===== config.mk =====
export PLATFORM = sky130hd
export DESIGN_NAME = cpu16_top
export DESIGN_NICKNAME = d
export VERILOG_FILES = /design/src/cpu16_pkg.sv /design/src/cpu16_top.sv /design/src/writeback_unit.sv /design/src/execute_unit.sv /design/src/inst_decode.sv /design/src/core_ctrl.sv /design/src/sram_port.sv
export SDC_FILE = /design/constraint.sdc
export NUM_CORES = 1
export LEC_CHECK = 0
export BUFFER_PORTS_ARGS = -buffer_cell sky130_fd_sc_hd__buf_2
export CAP_MARGIN = 20
export CORE_MARGIN = 5
export CORE_UTILIZATION = 65
export DETAILED_ROUTE_END_ITERATION = 16
export PLACE_DENSITY = 0.84
export RECOVER_POWER = 50
export SYNTH_ARGS = -nofsm -noshare
export SYNTH_HDL_FRONTEND = slang
export SYNTH_HIERARCHICAL = 1
export SYNTH_SLANG_ARGS = --single-unit

===== constraint.sdc =====
create_clock -name clk -period 10.49 [get_ports clk]
set_input_delay 0.5245 -clock clk [delete_from_list [all_inputs] [get_ports clk]]
set_output_delay 0.5245 -clock clk [all_outputs]
set_load 0.05 [all_outputs]

===== src/cpu16_pkg.sv =====
package cpu16_pkg;

	typedef logic [15:0] word_t;
	typedef logic [2:0] reg_idx_t;

	////////////////////////////////////////
	// Instruction encoding
	////////////////////////////////////////

	localparam logic [4:0] OP_ADDIU = 5'b01001;
	localparam logic [4:0] OP_LI = 5'b01101;
	localparam logic [4:0] OP_RR = 5'b11100;
	localparam logic [4:0] OP_LW = 5'b10011;
	localparam logic [4:0] OP_SW = 5'b11011;
	localparam logic [4:0] OP_B = 5'b00010;

	// RR function field
	localparam logic [1:0] FN_ADDU = 2'b00;
	localparam logic [1:0] FN_SUBU = 2'b01;
	localparam logic [1:0] FN_AND = 2'b10;
	localparam logic [1:0] FN_OR = 2'b11;

	typedef struct packed {
		logic [4:0] op;
		reg_idx_t rx;
		reg_idx_t ry;
		reg_idx_t rz;
		logic [1:0] fn;
	} instr_r_t;

	typedef struct packed {
		logic [4:0] op;
		reg_idx_t rx;
		logic [7:0] imm;
	} instr_i_t;

	// Same word, read as R or I format
	typedef union packed {
		instr_r_t r;
		instr_i_t i;
	} instr_u;

	typedef enum logic [2:0] {
		ALU_RR,
		ALU_IMM,
		LOAD_IMM,
		LOAD,
		STORE,
		BRANCH,
		NOP
	} op_class_e;

	////////////////////////////////////////
	// Memory port and sequencer
	////////////////////////////////////////

	// One SRAM phase is 2^RAM_DIV_BITS clocks
	localparam int RAM_DIV_BITS = 2;

	localparam logic [2:0] SP_IDLE = 3'd0;
	localparam logic [2:0] SP_RD_SETUP = 3'd1;
	localparam logic [2:0] SP_RD_OE = 3'd2;
	localparam logic [2:0] SP_RD_CAP = 3'd3;
	localparam logic [2:0] SP_WR_DRIVE = 3'd4;
	localparam logic [2:0] SP_WR_WE_LOW = 3'd5;
	localparam logic [2:0] SP_WR_WE_HIGH = 3'd6;

	localparam logic [2:0] CS_FETCH = 3'd0;
	localparam logic [2:0] CS_DECODE = 3'd1;
	localparam logic [2:0] CS_EXEC = 3'd2;
	localparam logic [2:0] CS_MEM = 3'd3;
	localparam logic [2:0] CS_WB = 3'd4;

endpackage

===== src/cpu16_top.sv =====
module cpu16_top (
	input clk,
	input rst,
	output cpu16_pkg::word_t ram_addr,
	output cpu16_pkg::word_t ram_wdata,
	output logic ram_drive,
	output logic ram_en,
	output logic ram_oe,
	output logic ram_we,
	input cpu16_pkg::word_t ram_rdata,
	output logic retire,
	output cpu16_pkg::word_t retire_pc,
	output logic retire_wen,
	output cpu16_pkg::reg_idx_t retire_reg,
	output cpu16_pkg::word_t retire_value
);
	import cpu16_pkg::*;

	logic fetch_req;
	logic fetch_done;
	word_t fetch_addr;
	word_t fetch_data;
	logic data_req;
	logic data_we;
	logic data_done;
	word_t data_addr;
	word_t data_wdata;
	word_t data_rdata;
	instr_u ir;
	word_t pc;
	word_t next_pc;
	logic wb_step;
	op_class_e op_class;
	reg_idx_t rs_a;
	reg_idx_t rs_b;
	reg_idx_t rd;
	logic [1:0] fn;
	logic [7:0] imm;
	word_t a;
	word_t b;
	word_t result;

	////////////////////////////////////////
	// Memory port
	////////////////////////////////////////

	sram_port sram_port_i (
		.clk(clk),
		.rst(rst),
		.fetch_req(fetch_req),
		.fetch_addr(fetch_addr),
		.fetch_done(fetch_done),
		.fetch_data(fetch_data),
		.data_req(data_req),
		.data_we(data_we),
		.data_addr(data_addr),
		.data_wdata(data_wdata),
		.data_done(data_done),
		.data_rdata(data_rdata),
		.ram_addr(ram_addr),
		.ram_wdata(ram_wdata),
		.ram_drive(ram_drive),
		.ram_en(ram_en),
		.ram_oe(ram_oe),
		.ram_we(ram_we),
		.ram_rdata(ram_rdata)
	);

	////////////////////////////////////////
	// Core
	////////////////////////////////////////

	core_ctrl core_ctrl_i (
		.clk(clk),
		.rst(rst),
		.fetch_req(fetch_req),
		.fetch_addr(fetch_addr),
		.fetch_done(fetch_done),
		.fetch_data(fetch_data),
		.data_req(data_req),
		.data_we(data_we),
		.data_done(data_done),
		.ir(ir),
		.pc(pc),
		.op_class(op_class),
		.next_pc(next_pc),
		.wb_step(wb_step)
	);

	inst_decode inst_decode_i (
		.ir(ir),
		.op_class(op_class),
		.rs_a(rs_a),
		.rs_b(rs_b),
		.rd(rd),
		.fn(fn),
		.imm(imm)
	);

	execute_unit execute_unit_i (
		.op_class(op_class),
		.fn(fn),
		.imm(imm),
		.a(a),
		.b(b),
		.pc(pc),
		.result(result),
		.data_addr(data_addr),
		.data_wdata(data_wdata),
		.next_pc(next_pc)
	);

	writeback_unit writeback_unit_i (
		.clk(clk),
		.rst(rst),
		.wb_step(wb_step),
		.op_class(op_class),
		.rs_a(rs_a),
		.rs_b(rs_b),
		.rd(rd),
		.alu_result(result),
		.load_data(data_rdata),
		.pc(pc),
		.a(a),
		.b(b),
		.retire(retire),
		.retire_pc(retire_pc),
		.retire_wen(retire_wen),
		.retire_reg(retire_reg),
		.retire_value(retire_value)
	);

endmodule


===== src/writeback_unit.sv =====
module writeback_unit (
	input clk,
	input rst,
	input wb_step,
	input cpu16_pkg::op_class_e op_class,
	input cpu16_pkg::reg_idx_t rs_a,
	input cpu16_pkg::reg_idx_t rs_b,
	input cpu16_pkg::reg_idx_t rd,
	input cpu16_pkg::word_t alu_result,
	input cpu16_pkg::word_t load_data,
	input cpu16_pkg::word_t pc,
	output cpu16_pkg::word_t a,
	output cpu16_pkg::word_t b,
	output logic retire,
	output cpu16_pkg::word_t retire_pc,
	output logic retire_wen,
	output cpu16_pkg::reg_idx_t retire_reg,
	output cpu16_pkg::word_t retire_value
);
	import cpu16_pkg::*;

	word_t regs [8];
	logic writes;
	word_t wr_value;

	assign a = regs[rs_a];
	assign b = regs[rs_b];

	assign writes = (op_class == ALU_RR) || (op_class == ALU_IMM) ||
		(op_class == LOAD_IMM) || (op_class == LOAD);
	assign wr_value = (op_class == LOAD) ? load_data : alu_result;

	always_ff @(posedge clk or negedge rst) begin
		if (!rst) begin
			for (int i = 0; i < 8; i++) begin
				regs[i] <= '0;
			end
			retire <= 1'b0;
			retire_wen <= 1'b0;
		end else begin
			retire <= wb_step;
			if (wb_step) begin
				retire_wen <= writes;
				if (writes) begin
					regs[rd] <= wr_value;
				end
			end
		end
	end

	// Retire report, pc is still the retiring one here
	always_ff @(posedge clk) begin
		if (wb_step) begin
			retire_pc <= pc;
			retire_reg <= rd;
			retire_value <= wr_value;
		end
	end

endmodule


===== src/execute_unit.sv =====
module execute_unit (
	input cpu16_pkg::op_class_e op_class,
	input [1:0] fn,
	input [7:0] imm,
	input cpu16_pkg::word_t a,
	input cpu16_pkg::word_t b,
	input cpu16_pkg::word_t pc,
	output cpu16_pkg::word_t result,
	output cpu16_pkg::word_t data_addr,
	output cpu16_pkg::word_t data_wdata,
	output cpu16_pkg::word_t next_pc
);
	import cpu16_pkg::*;

	word_t imm_sext;
	word_t imm_zext;
	word_t rr_result;

	assign imm_sext = {{8{imm[7]}}, imm};
	assign imm_zext = {8'h00, imm};

	////////////////////////////////////////
	// ALU
	////////////////////////////////////////

	always_comb begin
		case (fn)
			FN_ADDU: rr_result = a + b;
			FN_SUBU: rr_result = a - b;
			FN_AND: rr_result = a & b;
			FN_OR: rr_result = a | b;
			default: rr_result = a + b;
		endcase
	end

	always_comb begin
		case (op_class)
			ALU_RR: result = rr_result;
			ALU_IMM: result = a + imm_sext;
			LOAD_IMM: result = imm_zext;
			default: result = a;
		endcase
	end

	// Loads and stores address through rx, store data from ry
	assign data_addr = a;
	assign data_wdata = b;

	// Branch offset is relative to the following word
	always_comb begin
		if (op_class == BRANCH) begin
			next_pc = pc + 16'd1 + imm_sext;
		end else begin
			next_pc = pc + 16'd1;
		end
	end

endmodule


===== src/inst_decode.sv =====
module inst_decode (
	input cpu16_pkg::instr_u ir,
	output cpu16_pkg::op_class_e op_class,
	output cpu16_pkg::reg_idx_t rs_a,
	output cpu16_pkg::reg_idx_t rs_b,
	output cpu16_pkg::reg_idx_t rd,
	output logic [1:0] fn,
	output logic [7:0] imm
);
	import cpu16_pkg::*;

	// Register fields come from the R view
	assign rs_a = ir.r.rx;
	assign rs_b = ir.r.ry;
	assign fn = ir.r.fn;

	// Immediate from the I view
	assign imm = ir.i.imm;

	always_comb begin
		case (ir.r.op)
			OP_ADDIU: op_class = ALU_IMM;
			OP_LI: op_class = LOAD_IMM;
			OP_RR: op_class = ALU_RR;
			OP_LW: op_class = LOAD;
			OP_SW: op_class = STORE;
			OP_B: op_class = BRANCH;
			default: op_class = NOP;
		endcase
	end

	// Destination depends on the format
	always_comb begin
		case (op_class)
			ALU_RR: rd = ir.r.rz;
			LOAD: rd = ir.r.ry;
			default: rd = ir.i.rx;
		endcase
	end

endmodule


===== src/core_ctrl.sv =====
module core_ctrl (
	input clk,
	input rst,
	output logic fetch_req,
	output cpu16_pkg::word_t fetch_addr,
	input fetch_done,
	input cpu16_pkg::word_t fetch_data,
	output logic data_req,
	output logic data_we,
	input data_done,
	output cpu16_pkg::instr_u ir,
	output cpu16_pkg::word_t pc,
	input cpu16_pkg::op_class_e op_class,
	input cpu16_pkg::word_t next_pc,
	output logic wb_step
);
	import cpu16_pkg::*;

	logic [2:0] state;

	assign fetch_req = (state == CS_FETCH);
	assign fetch_addr = pc;
	assign data_req = (state == CS_MEM);
	assign data_we = (op_class == STORE);
	assign wb_step = (state == CS_WB);

	////////////////////////////////////////
	// Instruction sequencer
	////////////////////////////////////////

	always_ff @(posedge clk or negedge rst) begin
		if (!rst) begin
			state <= CS_FETCH;
			pc <= '0;
		end else begin
			case (state)
				CS_FETCH: begin
					if (fetch_done) begin
						state <= CS_DECODE;
					end
				end
				CS_DECODE: begin
					state <= CS_EXEC;
				end
				CS_EXEC: begin
					// Only loads and stores touch memory
					if (op_class == LOAD || op_class == STORE) begin
						state <= CS_MEM;
					end else begin
						state <= CS_WB;
					end
				end
				CS_MEM: begin
					if (data_done) begin
						state <= CS_WB;
					end
				end
				CS_WB: begin
					pc <= next_pc;
					state <= CS_FETCH;
				end
				default: begin
					state <= CS_FETCH;
				end
			endcase
		end
	end

	// Instruction register
	always_ff @(posedge clk) begin
		if (state == CS_FETCH && fetch_done) begin
			ir <= fetch_data;
		end
	end

endmodule


===== src/sram_port.sv =====
module sram_port (
	input clk,
	input rst,
	input fetch_req,
	input cpu16_pkg::word_t fetch_addr,
	output logic fetch_done,
	output cpu16_pkg::word_t fetch_data,
	input data_req,
	input data_we,
	input cpu16_pkg::word_t data_addr,
	input cpu16_pkg::word_t data_wdata,
	output logic data_done,
	output cpu16_pkg::word_t data_rdata,
	output cpu16_pkg::word_t ram_addr,
	output cpu16_pkg::word_t ram_wdata,
	output logic ram_drive,
	output logic ram_en,
	output logic ram_oe,
	output logic ram_we,
	input cpu16_pkg::word_t ram_rdata
);
	import cpu16_pkg::*;

	logic [RAM_DIV_BITS-1:0] cnt;
	logic tick;
	logic [2:0] phase;
	logic serve_data;
	logic tag_valid;
	word_t tag;
	logic tag_hit;

	// Phase machine steps only on counter wrap
	assign tick = (cnt == {RAM_DIV_BITS{1'b1}});
	assign tag_hit = tag_valid && (fetch_addr == tag);

	// Data side owns the bus while it requests
	assign ram_addr = data_req ? data_addr : fetch_addr;
	assign ram_wdata = data_wdata;

	always_ff @(posedge clk or negedge rst) begin
		if (!rst) begin
			cnt <= '0;
			phase <= SP_IDLE;
			serve_data <= 1'b0;
			tag_valid <= 1'b0;
			ram_en <= 1'b1;
			ram_oe <= 1'b1;
			ram_we <= 1'b1;
			ram_drive <= 1'b0;
			fetch_done <= 1'b0;
			data_done <= 1'b0;
		end else begin
			cnt <= cnt + 1'b1;
			fetch_done <= 1'b0;
			data_done <= 1'b0;
			if (tick) begin
				case (phase)
					SP_IDLE: begin
						if (data_req) begin
							serve_data <= 1'b1;
							ram_en <= 1'b0;
							if (data_we) begin
								ram_drive <= 1'b1;
								phase <= SP_WR_DRIVE;
								// Stale instruction word after this store
								if (tag_valid && data_addr == tag) begin
									tag_valid <= 1'b0;
								end
							end else begin
								phase <= SP_RD_SETUP;
							end
						end else if (fetch_req) begin
							if (tag_hit) begin
								fetch_done <= 1'b1;
							end else begin
								serve_data <= 1'b0;
								ram_en <= 1'b0;
								phase <= SP_RD_SETUP;
							end
						end
					end
					SP_RD_SETUP: begin
						ram_oe <= 1'b0;
						phase <= SP_RD_OE;
					end
					SP_RD_OE: begin
						phase <= SP_RD_CAP;
					end
					SP_RD_CAP: begin
						ram_oe <= 1'b1;
						ram_en <= 1'b1;
						phase <= SP_IDLE;
						if (serve_data) begin
							data_done <= 1'b1;
						end else begin
							fetch_done <= 1'b1;
							tag_valid <= 1'b1;
						end
					end
					SP_WR_DRIVE: begin
						ram_we <= 1'b0;
						phase <= SP_WR_WE_LOW;
					end
					SP_WR_WE_LOW: begin
						// Rising WE commits the word
						ram_we <= 1'b1;
						phase <= SP_WR_WE_HIGH;
					end
					SP_WR_WE_HIGH: begin
						ram_drive <= 1'b0;
						ram_en <= 1'b1;
						data_done <= 1'b1;
						phase <= SP_IDLE;
					end
					default: begin
						phase <= SP_IDLE;
					end
				endcase
			end
		end
	end

	// Read capture, fetch_data doubles as the tagged word
	always_ff @(posedge clk) begin
		if (tick && phase == SP_RD_CAP) begin
			if (serve_data) begin
				data_rdata <= ram_rdata;
			end else begin
				fetch_data <= ram_rdata;
				tag <= fetch_addr;
			end
		end
	end

endmodule


==> results of run 1 <==
## stage by stage
stage | hold slack, ns | cells
2_1_floorplan | 0.229 | 1308
6_report | 0.164 | 1668
4_1_cts | 0.0695 | 1667
3_3_place_gp | 0.401 | 1618
5_1_grt | 0.154 | 1668
3_5_place_dp | 0.405 | 1618
## where the power goes
part | internal, mW | leakage [nW] | switching [mW]
Sequential | 1.06 | 3.12 | 0.000444
Clock | 0.573 | 0.448 | 0.421
Combinational | 0.00486 | 3.78 | 0.0176
## logic make-up (layout without fill, tap and decap cells)
logic type	count (synthesis)	in the layout	synth area share
buffers and inverters	159	189	0.0623
adder cells (fa/ha/maj)	62	62	0.0471
flip-flops	261	261	0.427
AND/OR/NAND/NOR	252	252	0.0868
XOR/XNOR	98	98	0.0521
multiplexers	282	282	0.244
AO/OA/AOI/OAI	194	194	0.0808
## metal layers
| layer | part of all wire | track usage |
|---|---|---|
| met5 | 0 | 0 |
| met4 | 0.032 | 0.0879 |
| met3 | 0.070 | 0.0585 |
| met2 | 0.48 | 0.446 |
| met1 | 0.42 | 0.370 |
## synth_stat cells, types with 7 or more instances
cell type    n
o21a_1      10
buf_2       13
buf_4       83
maj3_1       9
o21ai_0     51
mux2_4      35
nand4_1      8
dfrtp_1    159
or3_1        7
nor3_1      26
a31oi_1      8
a21oi_1     46
inv_1       29
xnor2_1     59
edfxtp_1    99
nor2_1      50
mux2_2     171
nor4_1       7
o21ai_1     10
nand3_1     20
xor2_1      39
ha_1        50
o211ai_1    11
clkbuf_1    21
nand2_1     65
mux4_2      64
nand2b_1    16
## final cells by class
type | count | area [sq um] | share of cell area
Clock buffer | 34 | 722 | 0.0414
Clock inverter | 15 | 194 | 0.0111
Inverter | 30 | 113 | 0.00646
Multi-Input combinational cell | 888 | 8400 | 0.482
Sequential cell | 261 | 7030 | 0.403
Tap cell | 330 | 413 | 0.0237
Timing Repair Buffer | 110 | 553 | 0.0317
## final timing paths
check / from / end / slack [ns] / cells after the start
min in group asynchronous: rst / writeback_unit_i/regs[17] / 1.68 / 1
max: core_ctrl_i/ir[5] / writeback_unit_i/regs[110] / 4.94 / 19
max in group asynchronous: rst / sram_port_i/phase[0] / 6.19 / 1
min reg2reg: sram_port_i/fetch_data[1] / core_ctrl_i/ir[1] / 0.40 / 0
min: ram_rdata[7] / sram_port_i/data_rdata[7] / 0.16 / 1
max reg2reg: core_ctrl_i/ir[5] / writeback_unit_i/regs[110] / 4.94 / 19
==> results.ini, run 1 <==
[outcome]
status = finished, violations left
violations = capacitance limit, slew limit

[logic_synthesis]
ys_types = 97
synth.area.top_cells = dfrtp_1 (24%), edfxtp_1 (18%), mux2_2 (12%), mux4_2 (8.8%), ha_1 (3.8%)
synth-async-reset-ratio = 0.621
synth_nets = 1379
synth_edf_count = 99
synth_top_cell_by_area = dfrtp_1
yosys_warnings = 6
yosysTopAreaCellShare = 0.242
netlist_area_sq_mm = 0.0165
syn_inst = 1308
seq_area_frac_synth = 0.427
ys_ff_latch = 261
ys.flop_type = dfrtp_1
syn_area_per_cell_sq_um = 12.6

[worst_setup_path]
slowest_stage = mux4_2
cp.arrival_ns = 5.97
path_class = reg -> reg
path_delay_family = multiplexers
end_kind = flop
worst-path-max-fanout = 36
worstPathCellList = buf_4, mux4_2, mux2_2, or2_1, nor4_1, nor2b_1, a21oi_1, xnor2_1, ha_1, and3_1, nand2_1, a31oi_4, o41ai_4, mux2i_1, a31oi_1, nor3_1, a221o_1, mux2_4, mux2_1
cp_num_buf_inv = 1
cp-start-kind = flop
cpPeakStageDelay_ns = 0.59
worstPathRequired_ns = 10.92

[final_layout]
layout_common_cells = mux2_2 (171), dfrtp_1 (159), edfxtp_1 (99), nand2_1 (65), mux4_2 (64)
diodes = 0
syn2layout_area_growth_pct = 5.83
largest_reg_flops = 128
nets = 1389
fill_cells = 1776
top_register = writeback_unit_i/regs
drive_gt1_frac = 0.310
final_util = 0.696
final_cell_area_sq_mm = 0.0174
mostFrequentLayoutCell = mux2_2

[flow_run]
max_cap_violations = 1

[clocking]
insertion_delay_ns = 0.55
ctsResizeCount = 0
hold_buffers = 0
clkTransAtPathRegs_ns = 0.07
cts_made_buffers = 27
cts_tree = yes
root_buffer = clkbuf_16
cts_setup_buffers = 0
cts.sinks = 261
cts_max_level = 1
cts_buffer_depth = 3

[die]
coreArea_sq_mm = 0.0250
die_h_um = 169
floorplan.initialDensity = 0.658
num_rows = 58
die-area_sq_mm = 0.0286
num_io_pins = 91
fp.dieW_um = 169

[hold_path]
min_path_type = in -> reg

[route]
vias = 10700
viasPerCell = 6.43
remaining_drc_errors = 0
totalWireLength_um = 39100
drt_iter0_markers = 1038
postRouteAntennaNets = 0
drtPass1Iterations = 8
avgRoutedWirePerCell_um = 23.5

[pwr]
total_power_mw = 2.07
p_leak_nw = 7.35
power_density_mw_per_mm2 = 119
peakVddDrop_mv = 0.222

[place]
post-place-ws_ns = 4.96
placed_area_sq_mm = 0.0166
port_buffers = 90
dp_hpwl_um = 26300
gp_congestion = 0.905

[sta]
clock.fmax_mhz = 180
fin_tns_setup_ns = 0
worst_pin_slew_ns = 4.70
setup_viol = 0
fin_skew_ns = 0.0277
fin_crit_ns = 5.55
slew_headroom = -2.13
rsz0062_at_grt = no
timing.final.ws_setup_ns = 4.94
period_share = 0.529
hold_violations = 0
maxSlewViolCount = 86

[grt]
antenna_found_initial = 0
grt_pass1_vias = 10900
track_usage = 0.273
grt_max_degree = 86
grt_overflow = 0
grt_first_pass_wirelength_um = 61300

No activity file was read; power rests on OpenSTA's default activity.
==> inputs of run 2 (changes only) <==
Settings changed: ABC_AREA set to 1, CORE_UTILIZATION 65 to 57, PLACE_DENSITY 0.84 to 0.78.
Clock period 10.49 ns to 4.9 ns, I/O delays scaled along.
==> run 2 against run 1 <==
The flow still finishes with violations (capacitance limit, slew limit). Area after synthesis rose by 10%. Non-clock buffer count grew 29. Core utilization shrank 7.3 points. Fmax grew 26%. Clock power rose to 2.6 times the previous value. Design area increased by 12%. Clock-buffer cell count fell by 1. Global-route usage is 3.7 points higher. Routed wire length grew 44%. Power grew to 2.8 times the previous value. Clock skew down 0.018 ns. Critical path type unchanged.
==> results.ini, run 2 <==
[outcome]
status = finished, violations left
violations = capacitance limit, slew limit

[worst_setup_path]
path_class = reg -> reg
worstPathRequired_ns = 5.14  ; -5.78 ns
cp-start-kind = flop
end_kind = flop
worst-path-max-fanout = 11  ; -69%
r2r_setup_slack_ns = 0.51  ; -4.44 ns
cp.arrival_ns = 4.63  ; -1.34 ns

[clocking]
hold_buffers = 17  ; +17
insertion_delay_ns = 0.57  ; +0.02 ns
cts_setup_buffers = 0  ; unchanged
cts_made_buffers = 29  ; +7.4%
cts_buffer_depth = 3  ; unchanged
cts_max_level = 1  ; unchanged
cts.sinks = 261  ; unchanged
clkTransAtPathRegs_ns = 0.06  ; about the same
cts_tree = yes
root_buffer = clkbuf_16
ctsResizeCount = 0  ; unchanged

[logic_synthesis]
seq_area_frac_synth = 0.387  ; -0.0398
synth_nets = 2742  ; +99%
synth_edf_count = 99  ; unchanged
syn_inst = 2671  ; +100%
syn_area_per_cell_sq_um = 6.80  ; -46%
synth_common_cells = nand2_1 (1220), inv_1 (285), nand3_1 (212)
netlist_area_sq_mm = 0.0182  ; +10%
ys.flop_type = dfrtp_1
yosys_warnings = 6  ; unchanged
synth.area.top_cells = nand2_1 (25%), dfrtp_1 (22%), edfxtp_1 (16%), inv_1 (5.9%), nand3_1 (5.8%)
ys_types = 58  ; -40%
yosysTopAreaCellShare = 0.252  ; +0.0105
ys_ff_latch = 261  ; unchanged
synth_top_cell_by_area = nand2_1
synth.most_common_cell = nand2_1
synth-async-reset-ratio = 0.621  ; unchanged

[die]
die_h_um = 189  ; +11%
num_io_pins = 91  ; unchanged
num_rows = 65  ; +12%
coreArea_sq_mm = 0.0315  ; +26%
die-area_sq_mm = 0.0355  ; +24%
floorplan.initialDensity = 0.577  ; -0.0807
fp.dieW_um = 189  ; +11%

[grt]
track_usage = 0.310  ; +0.0374
grt_overflow = 0  ; unchanged
grt_max_degree = 75  ; -13%
antenna_found_initial = 0  ; unchanged
grt_first_pass_wirelength_um = 89300  ; +46%
grt_pass1_vias = 16700  ; +53%

[pwr]
power_density_mw_per_mm2 = 300  ; +150%
seqPwrFrac = 0.400  ; -0.109
power_switching_mw = 1.67  ; +280%
power.internal_mw = 4.21  ; +160%
p_leak_nw = 10.5  ; +42%
peakVddDrop_mv = 0.313  ; +41%
switching_share = 0.284  ; +0.0717
combPwrFrac = 0.164  ; +0.153
power.share.clock = 0.437  ; -0.043

[route]
avgRoutedWirePerCell_um = 18.1  ; -23%
vias = 17500  ; +63%
met2_wirelength_um = 25100  ; +33%
totalWireLength_um = 56200  ; +44%
remaining_drc_errors = 0  ; unchanged
drt_iter0_markers = 2004  ; +93%
drtPass1Iterations = 7  ; -1
postRouteAntennaNets = 0  ; unchanged
viasPerCell = 5.63  ; -12%
highest_layer = met4
wl_met1_um = 23900  ; +47%
met3_length_um = 5540  ; +100%

[sta]
hold_slack_ns = 0.398  ; +0.234 ns
period_share = 0.896  ; +0.368
hold_violations = 0  ; unchanged
fin_tns_setup_ns = 0  ; unchanged
slew_headroom = -1.39  ; +0.736
rsz0062_at_grt = no
clock.fmax_mhz = 228  ; +26%
fin_skew_ns = 0.00931  ; -0.0184 ns
fin_crit_ns = 4.39  ; -1.15 ns
timing.final.ws_setup_ns = 0.508  ; -4.44 ns
setup_viol = 0  ; unchanged
worst_pin_slew_ns = 3.59  ; -1.10 ns
maxSlewViolCount = 75  ; -13%

[hold_path]
min_path_type = in -> reg

[place]
port_buffers = 90  ; unchanged
post-place-ws_ns = 0.643  ; -4.32 ns
gp_congestion = 0.986  ; +8.9%
dpl.cell_count = 3030  ; +87%
dp_hpwl_um = 39000  ; +49%

[final_layout]
largest_reg_flops = 128  ; unchanged
final_util = 0.623  ; -0.0733
stdcell_count = 3101  ; +86%
drive_gt1_frac = 0.0845  ; -0.226
syn2layout_area_growth_pct = 7.93
diodes = 0  ; unchanged
nets = 2747  ; +98%
top_register = writeback_unit_i/regs
mostFrequentLayoutCell = nand2_1
layout_common_cells = nand2_1 (1220), inv_1 (285), nand3_1 (215), dfrtp_1 (159), edfxtp_1 (99)

[flow_run]
max_cap_violations = 1  ; unchanged

-- run 2: logic make-up (layout without fill, tap and decap cells) --
logic type	Yosys count	in the layout	synth area share
simple gates	1657	1657	0.381
buf+inv	479	507	0.121
flops	261	261	0.387
compound gates	184	184	0.0548
fa+ha+maj	53	53	0.0377
xor+xnor	37	37	0.0178
-- run 2: area by class of cell --
type	instances	area (sq um)
Multi-Input combinational cell	1931	8910
Clock inverter	21	374
Sequential cell	261	7030
Clock buffer	33	761
Inverter	314	1190
Tap cell	402	503
Timing Repair Buffer	139	835
Fill cell	2861	11900
-- run 2: worst max-delay path, cell delays in order, from the launching register on --
cell	delay (ns)
edfxtp_1	0.71
inv_1	0.34
nand2_1	0.17
nand2_1	0.16
inv_1	0.13
ha_1	0.17
nand2_1	0.11
nor2_1	0.10
nand3_1	0.11
nor2_1	0.15
nand2_1	0.09
nand2_1	0.08
xor2_1	0.17
ha_1	0.33
a21oi_1	0.25
nand2_1	0.13
a21oi_1	0.15
nand2_1	0.07
nand3_1	0.06
nand3_1	0.09
nand2_1	0.08
nand3_1	0.07
nand2_1	0.10
nand2_1	0.26
-- run 2: final timing paths --
check	start	endpoint	depth (start not counted)
worst max-delay path	core_ctrl_i/ir[7]	writeback_unit_i/retire_value[15]	23
worst min-delay path	ram_rdata[12]	sram_port_i/fetch_data[12]	2
worst max register to register	core_ctrl_i/ir[7]	writeback_unit_i/retire_value[15]	23
worst min register to register	sram_port_i/fetch_data[4]	core_ctrl_i/ir[4]	0
max in group asynchronous	rst	sram_port_i/cnt[0]	3
min in group asynchronous	rst	writeback_unit_i/regs[121]	2
-- run 2: power by group through the flow --
stage	Combinational [mW]	Sequential [mW]	Clock, mW
final	0.963	2.35	2.57
after global routing	1.06	2.35	2.70
after CTS	0.960	2.35	2.59
after detailed placement	0.945	2.39	0
after global placement	0.932	2.39	0
after floorplan	0.670	2.44	0
-- run 2: routing by layer --
| layer | vias up | GRT usage |
|---|---|---|
| li1 | 8276 | - |
| met1 | 8179 | 0.440 |
| met2 | 873 | 0.483 |
| met3 | 131 | 0.0578 |
| met4 | 0 | 0.103 |
| met5 | - | 0 |
-- run 2: metrics by stage --
step,power (mW),cell area (sq um)
after floorplan,3.11,18200
after global placement,3.33,18400
after detailed placement,3.34,18400
after CTS,5.91,19700
after global routing,6.12,19600
final,5.88,19600
==> inputs of run 3 (changes only) <==
Settings changed: CORE_UTILIZATION 57 to 47, PLACE_DENSITY 0.78 to 0.66, REMOVE_ABC_BUFFERS set to 1, SYNTH_HIERARCHICAL 1 to not set.
==> run 3 against run 2 <==
The run still ends with capacitance limit, slew limit left. First-iteration DRC count down 27%. Critical path type unchanged. Final cell count down 15%. Clock skew up 0.020 ns. Via count fell by 14%. Core utilization down 9.4 points. Routed wire length decreased by 7.8%.
==> results.ini, run 3 <==
[logic_synthesis]
synth.area.top_cells = dfrtp_1 (24%), edfxtp_1 (18%), nand2_1 (11%), o21ai_0 (7.0%), inv_1 (5.8%)
seq_area_frac_synth = 0.433  ; +0.0456
ys_ff_latch = 261  ; unchanged
netlist_area_sq_mm = 0.0163  ; -11%
synth_top_cell_by_area = dfrtp_1
syn_area_per_cell_sq_um = 7.89  ; +16%
synth_edf_count = 99  ; unchanged
synth.most_common_cell = nand2_1
ys_types = 63  ; +8.6%
synth-async-reset-ratio = 0.621  ; unchanged
synth_common_cells = nand2_1 (480), inv_1 (250), o21ai_0 (226)
ys.flop_type = dfrtp_1
yosys_warnings = 0  ; -6
yosysTopAreaCellShare = 0.245  ; -0.00728
syn_inst = 2060  ; -23%

[worst_setup_path]
cp.arrival_ns = 4.79  ; +0.16 ns
cp-endpoint = writeback_unit_i.retire_value[14]
cp_common_cell = nand2_1
path_delay_family = simple AND/OR/NAND/NOR gates
reg2regPathDepth = 22  ; -4.3%
cp-start-kind = flop
path_class = reg -> reg
r2r-end = writeback_unit_i.retire_value[14]
r2r_setup_slack_ns = 0.33  ; -0.17 ns
worstPathRequired_ns = 5.12  ; -0.02 ns
cp-startpoint = core_ctrl_i.ir[5]
cp_num_buf_inv = 4  ; +2
cpPeakStageDelay_ns = 0.49  ; -0.22 ns
reg2reg_from = core_ctrl_i.ir[5]
cp_num_cells = 22  ; -4.3%
worstPathCellList = buf_2, inv_6, buf_8, nand2_1, nand3_1, nand3_1, nand2_2, nand4_1, nor2_2, nand4_1, o31ai_1, xor2_1, ha_1, inv_1, nor3_1, nand3b_1, nand3_1, nand2_1, o211ai_1, nand2_1, o21ai_1, nand2_1
end_kind = flop
worst-path-max-fanout = 27  ; +16
slowest_stage = edfxtp_1

[hold_path]
min_path_type = in -> reg

[pwr]
power_switching_mw = 2.55  ; +53%
switching_share = 0.374  ; +0.0905
power_density_mw_per_mm2 = 375  ; +25%
total_power_mw = 6.81  ; +16%
peakVddDrop_mv = 0.262  ; -16%
power.internal_mw = 4.26  ; +1.2%
power.share.clock = 0.325  ; -0.112
seqPwrFrac = 0.364  ; -0.036
combPwrFrac = 0.311  ; +0.147
p_leak_nw = 8.23  ; -21%

[sta]
period_share = 0.932  ; +0.0353
maxSlewViolCount = 79  ; +5.3%
worst_pin_slew_ns = 3.37  ; -0.220 ns
rsz0062_at_grt = no
fin_skew_ns = 0.0291  ; +0.0198 ns
slew_headroom = -1.25  ; +0.147
fin_crit_ns = 4.57  ; +0.173 ns
hold_violations = 0  ; unchanged
clock.fmax_mhz = 219  ; -3.8%
setup_viol = 0  ; unchanged

[clocking]
cts_made_buffers = 29  ; unchanged
cts_max_level = 1  ; unchanged
root_buffer = clkbuf_16
cts.sinks = 261  ; unchanged
cts_tree = yes
cts_buffer_depth = 3  ; unchanged
insertion_delay_ns = 0.57  ; about the same
clkTransAtPathRegs_ns = 0.07  ; about the same

[grt]
grt_overflow = 0  ; unchanged
grt_max_degree = 71  ; -5.3%
antenna_found_initial = 1  ; +1
grt_first_pass_wirelength_um = 81100  ; -9.3%
track_usage = 0.265  ; -0.0454
grt_pass1_vias = 14200  ; -15%

[place]
port_buffers = 90  ; unchanged
gp_congestion = 0.972  ; -1.3%
dpl.cell_count = 2563  ; -15%
dp_hpwl_um = 37200  ; -4.6%

[flow_run]
max_cap_violations = 2  ; +1

[die]
floorplan.initialDensity = 0.473  ; -0.104
num_rows = 68  ; +4.6%
num_io_pins = 91  ; unchanged
fp.dieW_um = 196  ; +3.9%
die-area_sq_mm = 0.0384  ; +8.0%
coreArea_sq_mm = 0.0344  ; +9.2%
die_h_um = 196  ; +3.9%

[route]
drt_iter0_markers = 1469  ; -27%
drtPass1Iterations = 6  ; -1
postRouteAntennaNets = 0  ; unchanged
avgRoutedWirePerCell_um = 19.7  ; +8.5%
vias = 15000  ; -14%
totalWireLength_um = 51800  ; -7.8%
remaining_drc_errors = 0  ; unchanged
viasPerCell = 5.68  ; +0.87%

[outcome]
status = finished, violations left
violations = capacitance limit, slew limit

[final_layout]
mostFrequentLayoutCell = nand2_1
layout_common_cells = nand2_1 (480), inv_1 (249), o21ai_0 (226), nand3_1 (162), dfrtp_1 (159)
top_register = writeback_unit_i.regs
stdcell_count = 2635  ; -15%
largest_reg_flops = 128  ; unchanged
nets = 2228  ; -19%
syn2layout_area_growth_pct = 11.8
drive_gt1_frac = 0.106  ; +0.0215
diodes = 0  ; unchanged
final_util = 0.528  ; -0.0945

## run 3: changes by cell type after synthesis, sizes merged, moves of 9 or more
| cell | change |
|---|---|
| a21oi | +74 |
| a31oi | +15 |
| buf | -55 |
| clkbuf | -22 |
| inv | -35 |
| nand2 | -778 |
| nand3 | -52 |
| nand3b | -9 |
| nand4 | -14 |
| nor2 | -11 |
| o2111ai | +10 |
| o211ai | +19 |
| o21ai | +200 |
| xor2 | +21 |
## run 3: power groups by stage
stage / Sequential, mW / Combinational [mW] / Clock (mW)
after global placement: 2.52 / 2.06 / 0
after global routing: 2.49 / 2.32 / 2.34
final: 2.48 / 2.12 / 2.21
after floorplan: 2.62 / 1.35 / 0
after CTS: 2.48 / 2.10 / 2.25
after detailed placement: 2.52 / 2.08 / 0
## run 3: area by class of cell
| class | count | area (sq um) |
|---|---|---|
| clock buffer | 33 | 754 |
| tap | 455 | 569 |
| fill | 3309 | 16200 |
| clock inverter | 21 | 209 |
| multi-input combinational | 1433 | 7610 |
| sequential | 261 | 7030 |
| inverter | 278 | 1050 |
| timing repair buffer | 154 | 938 |
## run 3: cell families (layout without fill, tap and decap cells)
group | Yosys count | count (layout) | synth area share
muxes | 1 | 1 | 0.000693
and+or+nand+nor | 809 | 809 | 0.219
buffers and inverters | 366 | 486 | 0.0998
AOI/OAI and AO/OA | 519 | 519 | 0.178
xor gates and xnor gates | 51 | 51 | 0.0275
adders and majority gates | 53 | 53 | 0.0422
DFF | 261 | 261 | 0.433
## run 3: repair_timing
action | in CTS | in global routing
endpoints found under the hold margin | 91 | 0
endpoints found under the setup margin | 0 | 33
resized for setup | 0 | 5
hold buffers | 17 | 0
setup buffers | 0 | 1
## run 3: worst min-delay path by stage
stage	slack, ns	cells after the start	endpoint	startpoint
finish	0.40	2	sram_port_i.fetch_data[12]	ram_rdata[12]
global route	0.39	2	sram_port_i.fetch_data[14]	ram_rdata[14]
CTS	0.22	2	writeback_unit_i.regs[20]	rst
detailed placement	0.26	1	writeback_unit_i.regs[20]	rst
global placement	0.26	1	writeback_unit_i.regs[20]	rst
floorplan	-0.05	0	core_ctrl_i.fetch_addr[0]	rst
## run 3: worst reg2reg max path: stages (launching register included)
cell,delay [ns]
edfxtp_1,0.49
buf_2,0.22
inv_6,0.24
buf_8,0.26
nand2_1,0.08
nand3_1,0.08
nand3_1,0.09
nand2_2,0.23
nand4_1,0.20
nor2_2,0.19
nand4_1,0.13
o31ai_1,0.27
xor2_1,0.11
ha_1,0.34
inv_1,0.10
nor3_1,0.30
nand3b_1,0.16
nand3_1,0.11
nand2_1,0.05
o211ai_1,0.17
nand2_1,0.07
o21ai_1,0.13
nand2_1,0.22
## run 3: through the flow
stage	setup TNS [ns]	instance area [sq um]	worst slack [ns]	hold slack [ns]
floorplan	-9.79	15700	-0.384	-0.0506
global placement	0	17100	0.467	0.260
detailed placement	0	17100	0.374	0.264
CTS	0	18200	0.347	0.223
global route	0	18200	0.0408	0.386
finish	0	18200	0.335	0.405
## run 3: per-layer routing
layer	wire length, um	vias to the layer above	GRT usage
met5	0	-	0
met4	1730	0	0.0848
met3	3960	107	0.0326
met2	23400	674	0.418
met1	22700	7099	0.383
li1	-	7084	-
